### src/logic/axi_pkg.sv
package axi_pkg;

    localparam int addr_w = 32;
    localparam int data_w = 32;
    localparam int id_w   = 4;

    // Response codes.
    localparam logic [1:0] resp_okay   = 2'b00;
    localparam logic [1:0] resp_slverr = 2'b10;

    // Read address channel.
    typedef struct packed {
        logic [addr_w-1:0] addr;
        logic [id_w-1:0]   id;
        logic [7:0]        len;   // Beats minus one.
        logic [2:0]        size;
        logic [1:0]        burst;
    } axi_ar_t;

    // Write address carries the same fields as a read address.
    typedef axi_ar_t axi_aw_t;

    typedef struct packed {
        logic [data_w-1:0]   data;
        logic [data_w/8-1:0] strb;
        logic                last;
    } axi_w_t;

    typedef struct packed {
        logic [data_w-1:0] data;
        logic [1:0]        resp;
        logic              last;
        logic [id_w-1:0]   id;
    } axi_r_t;

    typedef struct packed {
        logic [1:0]      resp;
        logic [id_w-1:0] id;
    } axi_b_t;

    // Bus owner.
    typedef enum logic [1:0] {
        arb_idle,
        arb_ifu,
        arb_lsu
    } arb_state_t;

endpackage

### src/logic/bus_arbiter.sv
`timescale 1ns/1ps

module bus_arbiter #(
    parameter logic [axi_pkg::addr_w-1:0] clint_base = 32'h0200_0000
) (
    input  logic             clk,
    input  logic             rst,

    input  axi_pkg::axi_ar_t ifu_ar,
    input  logic             ifu_ar_valid,
    output logic             ifu_ar_ready,
    output axi_pkg::axi_r_t  ifu_r,
    output logic             ifu_r_valid,
    input  logic             ifu_r_ready,

    input  axi_pkg::axi_ar_t lsu_ar,
    input  logic             lsu_ar_valid,
    output logic             lsu_ar_ready,
    input  axi_pkg::axi_aw_t lsu_aw,
    input  logic             lsu_aw_valid,
    output logic             lsu_aw_ready,
    input  axi_pkg::axi_w_t  lsu_w,
    input  logic             lsu_w_valid,
    output logic             lsu_w_ready,
    output axi_pkg::axi_b_t  lsu_b,
    output logic             lsu_b_valid,
    input  logic             lsu_b_ready,
    output axi_pkg::axi_r_t  lsu_r,
    output logic             lsu_r_valid,
    input  logic             lsu_r_ready,

    output axi_pkg::axi_ar_t ext_ar,
    output logic             ext_ar_valid,
    input  logic             ext_ar_ready,
    output axi_pkg::axi_aw_t ext_aw,
    output logic             ext_aw_valid,
    input  logic             ext_aw_ready,
    output axi_pkg::axi_w_t  ext_w,
    output logic             ext_w_valid,
    input  logic             ext_w_ready,
    input  axi_pkg::axi_b_t  ext_b,
    input  logic             ext_b_valid,
    output logic             ext_b_ready,
    input  axi_pkg::axi_r_t  ext_r,
    input  logic             ext_r_valid,
    output logic             ext_r_ready,

    output axi_pkg::axi_ar_t clint_ar,
    output logic             clint_ar_valid,
    input  logic             clint_ar_ready,
    input  axi_pkg::axi_r_t  clint_r,
    input  logic             clint_r_valid,
    output logic             clint_r_ready
);
    import axi_pkg::*;

    arb_state_t state;
    arb_state_t state_next;
    logic       to_clint;      // LSU read routed to the CLINT.
    logic       lsu_ar_is_clint;
    logic       ifu_done;
    logic       lsu_done;

    assign lsu_ar_is_clint = (lsu_ar.addr == clint_base) ||
                             (lsu_ar.addr == clint_base + addr_w'(4));

    // Readies below are zero unless the owner is routed there.
    assign ifu_done = ext_r_valid && ext_r_ready && ext_r.last;
    assign lsu_done = to_clint ? (clint_r_valid && clint_r_ready && clint_r.last) :
                      ((ext_r_valid && ext_r_ready && ext_r.last) ||
                       (ext_b_valid && ext_b_ready));

    always_comb begin
        state_next = state;
        case (state)
            arb_idle: begin
                if (lsu_ar_valid || lsu_aw_valid) begin
                    state_next = arb_lsu;  // LSU wins a tie.
                end else if (ifu_ar_valid) begin
                    state_next = arb_ifu;
                end
            end
            arb_ifu: if (ifu_done) state_next = arb_idle;
            arb_lsu: if (lsu_done) state_next = arb_idle;
            default: state_next = arb_idle;
        endcase
    end

    always_ff @(posedge clk or posedge rst) begin
        if (rst) begin
            state    <= arb_idle;
            to_clint <= 1'b0;
        end else begin
            state <= state_next;
            if (state == arb_idle && state_next == arb_lsu) begin
                to_clint <= lsu_ar_valid && lsu_ar_is_clint;
            end
        end
    end

    // Payloads follow the owner, only the handshakes are gated.
    assign ext_ar   = (state == arb_ifu) ? ifu_ar : lsu_ar;
    assign ext_aw   = lsu_aw;
    assign ext_w    = lsu_w;
    assign clint_ar = lsu_ar;
    assign ifu_r    = ext_r;
    assign lsu_r    = to_clint ? clint_r : ext_r;
    assign lsu_b    = ext_b;

    always_comb begin
        ifu_ar_ready   = 1'b0;
        ifu_r_valid    = 1'b0;
        lsu_ar_ready   = 1'b0;
        lsu_aw_ready   = 1'b0;
        lsu_w_ready    = 1'b0;
        lsu_b_valid    = 1'b0;
        lsu_r_valid    = 1'b0;
        ext_ar_valid   = 1'b0;
        ext_aw_valid   = 1'b0;
        ext_w_valid    = 1'b0;
        ext_b_ready    = 1'b0;
        ext_r_ready    = 1'b0;
        clint_ar_valid = 1'b0;
        clint_r_ready  = 1'b0;
        case (state)
            arb_ifu: begin
                ext_ar_valid = ifu_ar_valid;
                ifu_ar_ready = ext_ar_ready;
                ifu_r_valid  = ext_r_valid;
                ext_r_ready  = ifu_r_ready;
            end
            arb_lsu: begin
                if (to_clint) begin
                    clint_ar_valid = lsu_ar_valid;
                    lsu_ar_ready   = clint_ar_ready;
                    lsu_r_valid    = clint_r_valid;
                    clint_r_ready  = lsu_r_ready;
                end else begin
                    ext_ar_valid = lsu_ar_valid;
                    lsu_ar_ready = ext_ar_ready;
                    lsu_r_valid  = ext_r_valid;
                    ext_r_ready  = lsu_r_ready;
                    ext_aw_valid = lsu_aw_valid;
                    lsu_aw_ready = ext_aw_ready;
                    ext_w_valid  = lsu_w_valid;
                    lsu_w_ready  = ext_w_ready;
                    lsu_b_valid  = ext_b_valid;
                    ext_b_ready  = lsu_b_ready;
                end
            end
            default: begin
            end
        endcase
    end

endmodule

### src/logic/clint_timer.sv
`timescale 1ns/1ps

module clint_timer (
    input  logic             clk,
    input  logic             rst,
    input  axi_pkg::axi_ar_t ar,
    input  logic             ar_valid,
    output logic             ar_ready,
    output axi_pkg::axi_r_t  r,
    output logic             r_valid,
    input  logic             r_ready
);
    import axi_pkg::*;

    logic [63:0]       mtime;
    logic [data_w-1:0] r_data;
    logic [id_w-1:0]   r_id;
    logic              ar_fire;

    // One response in flight at most.
    assign ar_ready = !r_valid;
    assign ar_fire  = ar_valid && ar_ready;

    always_ff @(posedge clk or posedge rst) begin
        if (rst) begin
            mtime <= 64'd0;
        end else begin
            mtime <= mtime + 64'd1;  // Free running.
        end
    end

    always_ff @(posedge clk or posedge rst) begin
        if (rst) begin
            r_valid <= 1'b0;
        end else if (ar_fire) begin
            r_valid <= 1'b1;
        end else if (r_ready) begin
            r_valid <= 1'b0;
        end
    end

    // Addr bit 2 picks the upper word.
    always_ff @(posedge clk) begin
        if (ar_fire) begin
            r_data <= ar.addr[2] ? mtime[63:32] : mtime[31:0];
            r_id   <= ar.id;
        end
    end

    // Single beat, always okay.
    assign r = '{
        data: r_data,
        resp: resp_okay,
        last: 1'b1,
        id:   r_id
    };

endmodule

### src/logic/mem_subsystem.sv
`timescale 1ns/1ps

module mem_subsystem #(
    parameter logic [axi_pkg::addr_w-1:0] clint_base = 32'h0200_0000
) (
    input  logic             clk,
    input  logic             rst,

    input  axi_pkg::axi_ar_t ifu_ar,
    input  logic             ifu_ar_valid,
    output logic             ifu_ar_ready,
    output axi_pkg::axi_r_t  ifu_r,
    output logic             ifu_r_valid,
    input  logic             ifu_r_ready,

    input  axi_pkg::axi_ar_t lsu_ar,
    input  logic             lsu_ar_valid,
    output logic             lsu_ar_ready,
    input  axi_pkg::axi_aw_t lsu_aw,
    input  logic             lsu_aw_valid,
    output logic             lsu_aw_ready,
    input  axi_pkg::axi_w_t  lsu_w,
    input  logic             lsu_w_valid,
    output logic             lsu_w_ready,
    output axi_pkg::axi_b_t  lsu_b,
    output logic             lsu_b_valid,
    input  logic             lsu_b_ready,
    output axi_pkg::axi_r_t  lsu_r,
    output logic             lsu_r_valid,
    input  logic             lsu_r_ready,

    output axi_pkg::axi_ar_t ext_ar,
    output logic             ext_ar_valid,
    input  logic             ext_ar_ready,
    output axi_pkg::axi_aw_t ext_aw,
    output logic             ext_aw_valid,
    input  logic             ext_aw_ready,
    output axi_pkg::axi_w_t  ext_w,
    output logic             ext_w_valid,
    input  logic             ext_w_ready,
    input  axi_pkg::axi_b_t  ext_b,
    input  logic             ext_b_valid,
    output logic             ext_b_ready,
    input  axi_pkg::axi_r_t  ext_r,
    input  logic             ext_r_valid,
    output logic             ext_r_ready
);
    import axi_pkg::*;

    // Link from the arbiter to the timer.
    axi_ar_t clint_ar;
    logic    clint_ar_valid;
    logic    clint_ar_ready;
    axi_r_t  clint_r;
    logic    clint_r_valid;
    logic    clint_r_ready;

    bus_arbiter #(
        .clint_base(clint_base)
    ) bus_arbiter_i (
        .*
    );

    clint_timer clint_timer_i (
        .clk      (clk),
        .rst      (rst),
        .ar       (clint_ar),
        .ar_valid (clint_ar_valid),
        .ar_ready (clint_ar_ready),
        .r        (clint_r),
        .r_valid  (clint_r_valid),
        .r_ready  (clint_r_ready)
    );

endmodule

### config.mk
export PLATFORM = sky130hd
export DESIGN_NAME = mem_subsystem
export DESIGN_NICKNAME = d
export VERILOG_FILES = /design/src/logic/axi_pkg.sv /design/src/logic/bus_arbiter.sv /design/src/logic/clint_timer.sv /design/src/logic/mem_subsystem.sv
export SDC_FILE = /design/constraint.sdc
export NUM_CORES = 1
export LEC_CHECK = 0
export BUFFER_PORTS_ARGS = -buffer_cell sky130_fd_sc_hd__buf_2
export CAP_MARGIN = 20
export CORE_AREA = 3 3 181 183
export DETAILED_ROUTE_END_ITERATION = 10
export DIE_AREA = 0 0 184 186
export GPL_TIMING_DRIVEN = 1
export SETUP_SLACK_MARGIN = 0.05
export SLEW_MARGIN = 20
export SYNTH_ARGS = -nofsm -noshare
export SYNTH_HDL_FRONTEND = slang
export SYNTH_SLANG_ARGS = --single-unit
### constraint.sdc
create_clock -name clk -period 3.5 [get_ports clk]
set_clock_uncertainty 0.2 [all_clocks]
set_input_delay 0.175 -clock clk [delete_from_list [all_inputs] [get_ports clk]]
set_output_delay 0.175 -clock clk [all_outputs]
set_load 0.05 [all_outputs]
==> results.py, run 1 <==
metrics = {
    "place": {
        "place_congestion": 0.775,
        "placedCellCount": 1179,
        "dp_hpwl_mm": 22.9,
        "portBuffers": 289,
    },
    "cts": {
        "clk_pin_slew_ps": 70,
        "cts_max_level": 3,
        "clk_path_buf_depth": 2,
        "cts_sinks": 104,
        "cts-root-buf": "clkbuf_16",
        "insertion_delay_ps": 350,
        "tritoncts": "yes",
        "numCtsBuffers": 9,
        "post_cts_resized": 0,
    },
    "floorplanning": {
        "die_w_um": 184,
        "start_util_pct": 21.8,
        "rows": 65,
        "die_h_um": 186,
        "pin_count": 474,
        "core_um2": 31400,
        "die-area_um2": 34200,
    },
    "cells_and_area": {
        "final_cells": 1206,
        "drive_above_1_share_pct": 55.4,
        "fin_util_pct": 26.2,
        "nets": 1043,
        "area_delta_synth_final_pct": 20.1,
    },
    "sta": {
        "rsz0062_at_grt": "false",
        "setup_violations": 0,
        "max_freq_mhz": 348,
        "hold-worst-slack_ps": 95.6,
        "finalSetupTns_ps": 0,
        "worst_slew_pin_slew_ps": 868,
        "finalMaxSlewViolations": 0,
        "finalCritPeriodShare_pct": 82.0,
        "slew_headroom_pct": 42.1,
        "final-hold-violation-count": 0,
        "period_needed_ps": 2870,
    },
    "pwr": {
        "power_switching_mw": 1.38,
        "p_leak_nw": 3.85,
        "power_density_nw_per_um2": 448,
        "ir_drop_v": 0.000250,
        "power_frac_comb_pct": 34.3,
        "seq_power_share_pct": 34.5,
        "swShare_pct": 37.4,
        "power_frac_clock_pct": 31.2,
        "internal_power_mw": 2.31,
    },
    "worst_setup_path": {
        "cp_top_family": "buffers and inverters",
        "crit_arrival_ps": 2500,
        "cpMaxStageDelayCell": "ha_2",
        "path_cells": "inv_1, ha_2, buf_4, mux2_2, buf_2",
        "crit_buf_inv": 3,
        "crit_type": "reg2out",
        "cp_max_fo": 28,
        "start_kind": "flip-flop",
        "cp-end-kind": "output port",
        "critPathRequiredTime_ps": 3120,
        "slowest_delay_ps": 620,
    },
    "flow_run": {
        "drv_cap": 0,
    },
    "routing": {
        "drt-initial-drc-count": 339,
        "viasPerCell": 4.30,
        "ant_nets": 0,
        "drc": 0,
        "wl_mm": 27.1,
        "wl_per_cell_um": 22.4,
        "vias": 5182,
        "dr.pass1.iters": 5,
    },
    "logic_synthesis": {
        "synth.distinct_cells": 40,
        "syn_nets": 877,
        "synth_area_per_cell_um2": 10.9,
        "synth-seq-cells": 104,
        "yosysSeqAreaShare_pct": 40.6,
        "mappedNetlistArea_um2": 6850,
        "yosysWarnings": 0,
        "syn-instance-count": 629,
    },
    "global_routing": {
        "grt_first_pass_wirelength_mm": 35.7,
        "track_usage_pct": 14.8,
        "overflow": 0,
        "grt_max_degree": 40,
        "grt_pass1_vias": 4887,
        "antenna_found_initial": 9,
    },
    "hold_path": {
        "hold_path_class": "in2reg",
    },
    "status": {
        "status": "complete, no violations",
    },
}
cells in the mapped netlist:
| master | number | area share [%] |
|---|---|---|
| buf_4 | 132 | 14 |
| mux2_2 | 114 | 19 |
| dfrtp_1 | 68 | 25 |
| edfxtp_1 | 36 | 16 |
| nand2_1 | 33 | 1.8 |
| xnor2_1 | 32 | 4.1 |
| xor2_1 | 30 | 3.8 |
| nor2_1 | 25 | 1.4 |
| nand3_1 | 24 | 1.8 |
| nand4_1 | 15 | 1.4 |
| inv_1 | 14 | 0.77 |
| nor3_1 | 13 | 0.95 |
| and2_1 | 10 | 0.91 |
| clkbuf_1 | 8 | 0.44 |
| nor4_1 | 8 | 0.73 |
| buf_1 | 7 | 0.38 |
| and4_1 | 5 | 0.64 |
| ha_1 | 5 | 0.91 |
| nand4_2 | 5 | 0.91 |
| nor2b_1 | 5 | 0.46 |
| o21ai_0 | 5 | 0.37 |
| a21oi_1 | 4 | 0.29 |
| nor3_2 | 4 | 0.58 |
| nand2b_1 | 3 | 0.27 |
| nor4_4 | 3 | 0.93 |
| a21o_1 | 2 | 0.22 |
| and3_1 | 2 | 0.18 |
| mux2i_1 | 2 | 0.29 |
| nor4b_1 | 2 | 0.26 |
| o31a_1 | 2 | 0.26 |
| or2_2 | 2 | 0.18 |
| a21boi_0 | 1 | 0.11 |
| a22oi_1 | 1 | 0.11 |
| buf_2 | 1 | 0.073 |
| nand3b_1 | 1 | 0.11 |
| nor3b_1 | 1 | 0.11 |
| nor3b_2 | 1 | 0.18 |
| o21a_1 | 1 | 0.11 |
| o22ai_1 | 1 | 0.091 |
| or3_1 | 1 | 0.091 |
cell type report:
cell class	instances	area [µm²]
Antenna cell	4	10.0
Clock buffer	10	229
Clock inverter	6	108
Fill cell	3330	23200
Inverter	14	52.6
Multi-Input combinational cell	363	2970
Sequential cell	104	2780
Tap cell	402	503
Timing Repair Buffer	303	1570
power groups by stage:
| stage | sequential [mW] | combinational [mW] | clock (mW) |
|---|---|---|---|
| floorplan | 1.30 | 1.22 | 0 |
| global placement | 1.30 | 1.25 | 0 |
| detailed placement | 1.30 | 1.26 | 0 |
| CTS | 1.27 | 1.27 | 1.19 |
| global route | 1.27 | 1.33 | 1.23 |
| finish | 1.27 | 1.26 | 1.15 |
stage by stage:
stage                     power [mW]  worst slack (ps)  instance area (µm²)
after floorplan                 2.52               493                 6850
after global placement          2.55              1100                 7810
after detailed placement        2.56               947                 7810
after CTS                       3.73               587                 8220
after global routing            3.84               491                 8220
final                           3.69               629                 8230
state kept, by name, indices dropped and copies added, names as in the netlist:
register	cells
clint_timer_i.r_id	4
clint_timer_i.r_valid	1
clint_timer_i.mtime	64
bus_arbiter_i.state	2
bus_arbiter_i.to_clint	1
clint_timer_i.r_data	32
timing repair:
| action | CTS | global route |
|---|---|---|
| hold buffers | 7 | 0 |
| setup endpoints to repair | 0 | 0 |
| hold endpoints to repair | 44 | 0 |
| setup buffers | 0 | 0 |
worst register-to-register path: stages (launching register included):
cell	delay (ps)
dfrtp_1	410
inv_1	110
ha_2	620
buf_4	290
a21oi_1	70
o21ai_0	430
o22ai_1	140
a21o_1	170
per-layer routing:
| metal | track usage [%] | vias up | part of all wire [%] |
|---|---|---|---|
| met5 | 2.43 | - | 0.42 |
| met4 | 2.90 | 2 | 1.3 |
| li1 | - | 2392 | - |
| met3 | 7.33 | 27 | 13 |
| met1 | 18.5 | 2487 | 39 |
| met2 | 23.1 | 274 | 46 |
layout by cell type (no fill, tap or decap), drive strengths merged, types with 14 or more instances in the layout:
cell / Yosys / routed
buf: 140 / 296
dfrtp: 68 / 68
edfxtp: 36 / 36
inv: 14 / 14
mux2: 114 / 114
nand2: 33 / 33
nand3: 24 / 24
nand4: 20 / 20
nor2: 25 / 25
nor3: 17 / 17
xnor2: 32 / 32
xor2: 30 / 30
path summary, 6_finish.rpt:
path                            slack (ps)                       to  cells after the start                     from
worst max-delay path                   630               ext_ar[12]                      5   bus_arbiter_i.state[1]
worst min-delay path                   100   bus_arbiter_i.to_clint                      5               lsu_ar[45]
worst max register to register         950   bus_arbiter_i.to_clint                      7   bus_arbiter_i.state[1]
worst min register to register         280  clint_timer_i.mtime[63]                      1  clint_timer_i.mtime[63]
max in group asynchronous             1820  clint_timer_i.mtime[48]                      4                      rst
min in group asynchronous              360  clint_timer_i.mtime[46]                      3                      rst
kinds of logic after synthesis:
| logic type | Yosys count | synth area share [%] |
|---|---|---|
| and+or+nand+nor | 163 | 13.8 |
| buffers and inverters | 162 | 16.1 |
| muxes | 116 | 19.0 |
| DFF | 104 | 40.6 |
| xor gates and xnor gates | 62 | 7.93 |
| AOI/OAI and AO/OA | 17 | 1.55 |
| adders and majority gates | 5 | 0.913 |
(Power assumes the default switching activity.)
==> run 2, diff against run 1 <==
==> constraint.sdc (replaced) <==
create_clock -name clk -period 3 [get_ports clk]
set_clock_uncertainty 0.2 [all_clocks]
set_input_delay 0.15 -clock clk [delete_from_list [all_inputs] [get_ports clk]]
set_output_delay 0.15 -clock clk [all_outputs]
set_load 0.05 [all_outputs]
==> run 2 against run 1 <==
  * Cell area is 0.26% lower
  * Via count barely moved
  * Global-route usage grew 0.13 points
  * Combinational power up 17%
  * Critical path type unchanged
  * Highest routed layer unchanged
==> results.py, run 2 (synthesis gave the netlist of run 1 again) <==
metrics = {
    "cells_and_area": {
        "nets": 1045,
        "final_cells": 1204,
        "fillers": 3345,
        "final_cell_mix": "buf_2 (289), mux2_2 (114), dfrtp_1 (67)",
        "num_antenna_cells": 0,
        "area_delta_synth_final_pct": 19.8,
        "largest_reg_flops": 64,
        "top_register": "clint_timer_i.mtime",
        "drive_above_1_share_pct": 55.7,
        "fin_area_um2": 8210,
        "final_common_cell": "buf_2",
        "reg_top3": "clint_timer_i.mtime (64), clint_timer_i.r_data (32), clint_timer_i.r_id (4)",
    },
    "cts": {
        "cts_max_level": 3,
        "cts_sinks": 104,
        "post_cts_buffers": 0,
        "clk_path_buf_depth": 2,
        "insertion_delay_ps": 360,
        "numCtsBuffers": 9,
        "clk_pin_slew_ps": 70,
        "cts-root-buf": "clkbuf_16",
        "tritoncts": "yes",
    },
    "routing": {
        "vias": 5183,
        "viasPerCell": 4.30,
        "wl_mm": 27.5,
        "drc": 0,
        "dr.pass1.iters": 6,
        "ant_nets": 0,
        "wl_per_cell_um": 22.8,
        "drt-initial-drc-count": 319,
    },
    "hold_path": {
        "hold_path_class": "in2reg",
    },
    "pwr": {
        "ir_drop_v": 0.000283,
        "p_leak_nw": 3.83,
        "power_density_nw_per_um2": 506,
        "power.total_mw": 4.15,
    },
    "global_routing": {
        "use_met1_pct": 18.2,
        "grt_pass1_vias": 4892,
        "use_met2_pct": 24.0,
        "overflow": 0,
        "grt_max_degree": 55,
        "track_usage_pct": 14.9,
        "met3_usage_pct": 8.19,
        "antenna_found_initial": 11,
        "grt_busiest_layer": "met2",
        "grt_first_pass_wirelength_mm": 35.9,
    },
    "floorplanning": {
        "start_util_pct": 21.8,
        "die_h_um": 186,
        "die-area_um2": 34200,
        "core_um2": 31400,
        "pin_count": 474,
        "die_w_um": 184,
        "rows": 65,
    },
    "sta": {
        "period_needed_ps": 2650,
        "worst_slew_pin_slew_ps": 862,
        "final-hold-violation-count": 0,
        "rsz0062_at_grt": "false",
        "max_freq_mhz": 378,
        "finalSetupTns_ps": 0,
        "worst_slack_ps": 351,
        "slew_headroom_pct": 42.5,
        "setup_violations": 0,
        "finalMaxSlewViolations": 0,
        "finalCritPeriodShare_pct": 88.3,
    },
    "worst_setup_path": {
        "rrSetupSlack_ps": 430,
        "cp-end-kind": "output port",
        "crit_arrival_ps": 2300,
        "critPathRequiredTime_ps": 2650,
        "crit_type": "reg2out",
        "rr_worst_depth": 7,
        "worstReg2RegEnd": "bus_arbiter_i.to_clint",
        "r2r-start": "bus_arbiter_i.state[0]",
        "critPathCapture": "ext_w_valid",
        "start_kind": "flip-flop",
        "startpoint": "bus_arbiter_i.state[0]",
        "cp_max_fo": 8,
    },
    "place": {
        "placedCellCount": 1181,
        "place_congestion": 0.792,
        "pre_cts_ws_ps": 513,
        "placed_area_um2": 7840,
        "portBuffers": 289,
        "dp_hpwl_mm": 23.5,
    },
    "status": {
        "status": "complete, no violations",
    },
    "flow_run": {
        "drv_cap": 0,
    },
}
run 2: cell count changes in the layout (fill, tap and decap cells not counted):
| cell | before | now |
|---|---|---|
| diode_2 | 4 | 0 |
| bufinv_16 | 3 | 0 |
| clkinvlp_4 | 0 | 2 |
| inv_8 | 0 | 2 |
| buf_12 | 0 | 1 |
| buf_4 | 7 | 8 |
| clkbuf_1 | 1 | 0 |
| clkinv_1 | 1 | 0 |
| inv_12 | 0 | 1 |
| inv_2 | 1 | 0 |
| inv_6 | 0 | 1 |
run 2: cell type report:
cell class	instances	area, µm²	share of cell area [%]
sequential	104	2780	33.9
clock buffer	9	225	2.74
clock inverter	7	71.3	0.869
tap	402	503	6.13
inverter	14	53.8	0.656
multi-input combinational	363	2970	36.2
timing repair buffer	305	1600	19.5
run 2: worst min-delay path by stage:
stage | endpoint | from | cells past startpoint | slack [ps]
5_1_grt | bus_arbiter_i.to_clint | lsu_ar[44] | 5 | 90
2_1_floorplan | clint_timer_i.r_id[0] | lsu_ar[13] | 0 | 50
3_5_place_dp | ext_aw[12] | lsu_aw[12] | 0 | 100
6_report | bus_arbiter_i.to_clint | lsu_ar[33] | 5 | 60
3_3_place_gp | ext_aw[12] | lsu_aw[12] | 0 | 100
4_1_cts | bus_arbiter_i.to_clint | lsu_ar[33] | 5 | 50
run 2: timing repair:
item,CTS,global route
hold buffers,7,0
gates resized for setup,0,0
hold endpoints to repair,51,0
run 2: through the flow:
stage | hold slack (ps) | utilization [%]
final | 58.1 | 26.1
after global routing | 93.5 | 26.1
after CTS | 48.4 | 26.1
after detailed placement | 100 | 25.0
after global placement | 100 | 25.0
after floorplan | 48.9 | -
run 2: worst max-delay path: stages, from the launching register on:
cell	delay [ps]
dfrtp_1	440
inv_1	120
ha_1	290
nor2b_1	520
and2_1	280
buf_2	300
run 2: power breakdown:
| part | switching [mW] | leakage [nW] | internal [mW] |
|---|---|---|---|
| clock | 0.594 | 0.139 | 0.591 |
| combinational | 1.07 | 2.38 | 0.412 |
| sequential | 0.0121 | 1.32 | 1.47 |
| total | 1.68 | 3.83 | 2.47 |
run 2: layer usage:
| metal | share of wire [%] | wire length, µm |
|---|---|---|
| met1 | 39 | 10800 |
| met4 | 0.59 | 162 |
| met3 | 13 | 3640 |
| met2 | 47 | 12800 |
| met5 | 0.15 | 41 |
==> run 3, diff against run 2 <==
==> constraint.sdc (replaced) <==
create_clock -name clk -period 3 [get_ports clk]
set_clock_uncertainty 0.2 [all_clocks]
set_input_delay 0.6 -clock clk [delete_from_list [all_inputs] [get_ports clk]]
set_output_delay 0.6 -clock clk [all_outputs]
set_load 0.05 [all_outputs]
==> run 3 against run 2 <==
  * Setup slack worse by 220 ps
  * Via count increased by 1.1%
  * Sequential share of layout area barely moved
  * Sequential power about the same
  * Core utilization hardly changed
  * Die area unchanged
  * Power up 1.3%
  * Register-to-register slack improved by 170 ps
  * Routed wire length shrank 0.16%
  * Worst hold slack improved by 42 ps
  * Highest routed layer unchanged
==> results.py, run 3 (synthesis gave the netlist of run 1 again) <==
metrics = {
    "global_routing": {
        "grt_first_pass_wirelength_mm": 35.2,
        "grt_max_degree": 55,
        "antenna_found_initial": 15,
        "track_usage_pct": 14.8,
        "grt_pass1_vias": 4879,
        "overflow": 0,
    },
    "cells_and_area": {
        "top_register": "clint_timer_i.mtime",
        "final_cell_mix": "buf_2 (289), mux2_2 (114), dfrtp_1 (67)",
        "drive_above_1_share_pct": 56.3,
        "largest_reg_flops": 64,
        "final_cells": 1203,
        "nets": 1040,
        "final_common_cell": "buf_2",
        "area_delta_synth_final_pct": 19.8,
        "reg_top3": "clint_timer_i.mtime (64), clint_timer_i.r_data (32), clint_timer_i.r_id (4)",
    },
    "cts": {
        "insertion_delay_ps": 360,
        "clk_path_buf_depth": 2,
        "ctsHoldBuffers": 0,
        "cts_sinks": 104,
        "post_cts_buffers": 0,
        "clk_pin_slew_ps": 80,
        "cts_max_level": 3,
        "tritoncts": "yes",
        "numCtsBuffers": 9,
        "post_cts_resized": 0,
        "cts-root-buf": "clkbuf_16",
    },
    "floorplanning": {
        "start_util_pct": 21.8,
        "die_w_um": 184,
        "die-area_um2": 34200,
        "rows": 65,
        "pin_count": 474,
        "die_h_um": 186,
        "core_um2": 31400,
    },
    "place": {
        "place_congestion": 0.785,
        "portBuffers": 289,
        "placedCellCount": 1183,
        "dp_hpwl_mm": 23.4,
    },
    "routing": {
        "dr.pass1.iters": 4,
        "drc": 0,
        "vias": 5238,
        "ant_nets": 0,
        "viasPerCell": 4.35,
        "wl_mm": 27.4,
        "wl_per_cell_um": 22.8,
        "drt-initial-drc-count": 302,
    },
    "pwr": {
        "ir_drop_v": 0.000408,
        "power_density_nw_per_um2": 513,
        "p_leak_nw": 3.84,
    },
    "sta": {
        "period_needed_ps": 2870,
        "finalSetupTns_ps": 0,
        "max_freq_mhz": 349,
        "final-hold-violation-count": 0,
        "finalMaxSlewViolations": 0,
        "finalCritPeriodShare_pct": 95.5,
        "slew_headroom_pct": 31.2,
        "worst_slew_pin_slew_ps": 1020,
        "setup_violations": 0,
        "rsz0062_at_grt": "false",
    },
    "hold_path": {
        "hold_path_class": "in2async",
    },
    "worst_setup_path": {
        "cp-end-kind": "output port",
        "start_kind": "flip-flop",
        "critPathRequiredTime_ps": 2200,
        "crit_type": "reg2out",
        "cp_max_fo": 54,
        "crit_arrival_ps": 2070,
    },
    "status": {
        "status": "complete, no violations",
    },
    "flow_run": {
        "drv_cap": 0,
    },
}
[run 3: worst paths after layout]
kind / from / end / slack, ps / cells after the start
worst min-delay path: rst / clint_timer_i.mtime[49] / 100 / 2
worst min register to register: clint_timer_i.mtime[0] / clint_timer_i.mtime[0] / 280 / 1
min in group clk: lsu_ar[14] / clint_timer_i.r_id[1] / 280 / 1
worst max register to register: clint_timer_i.mtime[31] / clint_timer_i.mtime[52] / 600 / 5
max in group asynchronous: rst / clint_timer_i.mtime[41] / 1760 / 3
worst max-delay path: bus_arbiter_i.state[1] / ext_ar[36] / 130 / 5
[run 3: layer usage]
layer / part of all wire, % / GRT usage [%] / up-vias
met5: 0.68 / 3.00 / -
met4: 1.5 / 2.69 / 8
met3: 14 / 8.74 / 38
met2: 46 / 23.5 / 313
met1: 38 / 17.2 / 2499
li1: - / - / 2380
[run 3: per-stage QoR]
stage | hold WS (ps) | setup slack (ps) | total power, mW | instance area (µm²) | utilization (%)
global placement | 251 | 559 | 2.99 | 7870 | 25.1
global route | 144 | 78.6 | 4.38 | 8200 | 26.1
CTS | 118 | 161 | 4.25 | 8190 | 26.1
floorplan | 235 | 105 | 2.94 | 6850 | -
finish | 100 | 134 | 4.21 | 8200 | 26.1
detailed placement | 266 | 545 | 2.99 | 7870 | 25.1
[run 3: critical path: stages (launching register included)]
cell and delay, ps:
dfrtp_1 420, inv_1 110, ha_2 200, buf_12 250, mux2_2 460, buf_2 240
[run 3: final cells by class]
cell class                      count  area, µm²
Sequential cell                   104       2780
Tap cell                          402        503
Clock inverter                      7        104
Timing Repair Buffer              300       1550
Inverter                           14       52.6
Multi-Input combinational cell    363       2970
Antenna cell                        4       10.0
Fill cell                        3352      23200
Clock buffer                        9        225
[run 3: power by group]
part,switching (mW),total [mW],internal (mW),leakage [nW]
sequential,0.0128,1.48,1.47,1.32
combinational,1.06,1.48,0.416,2.36
clock,0.628,1.24,0.615,0.158
total,1.70,4.21,2.50,3.84
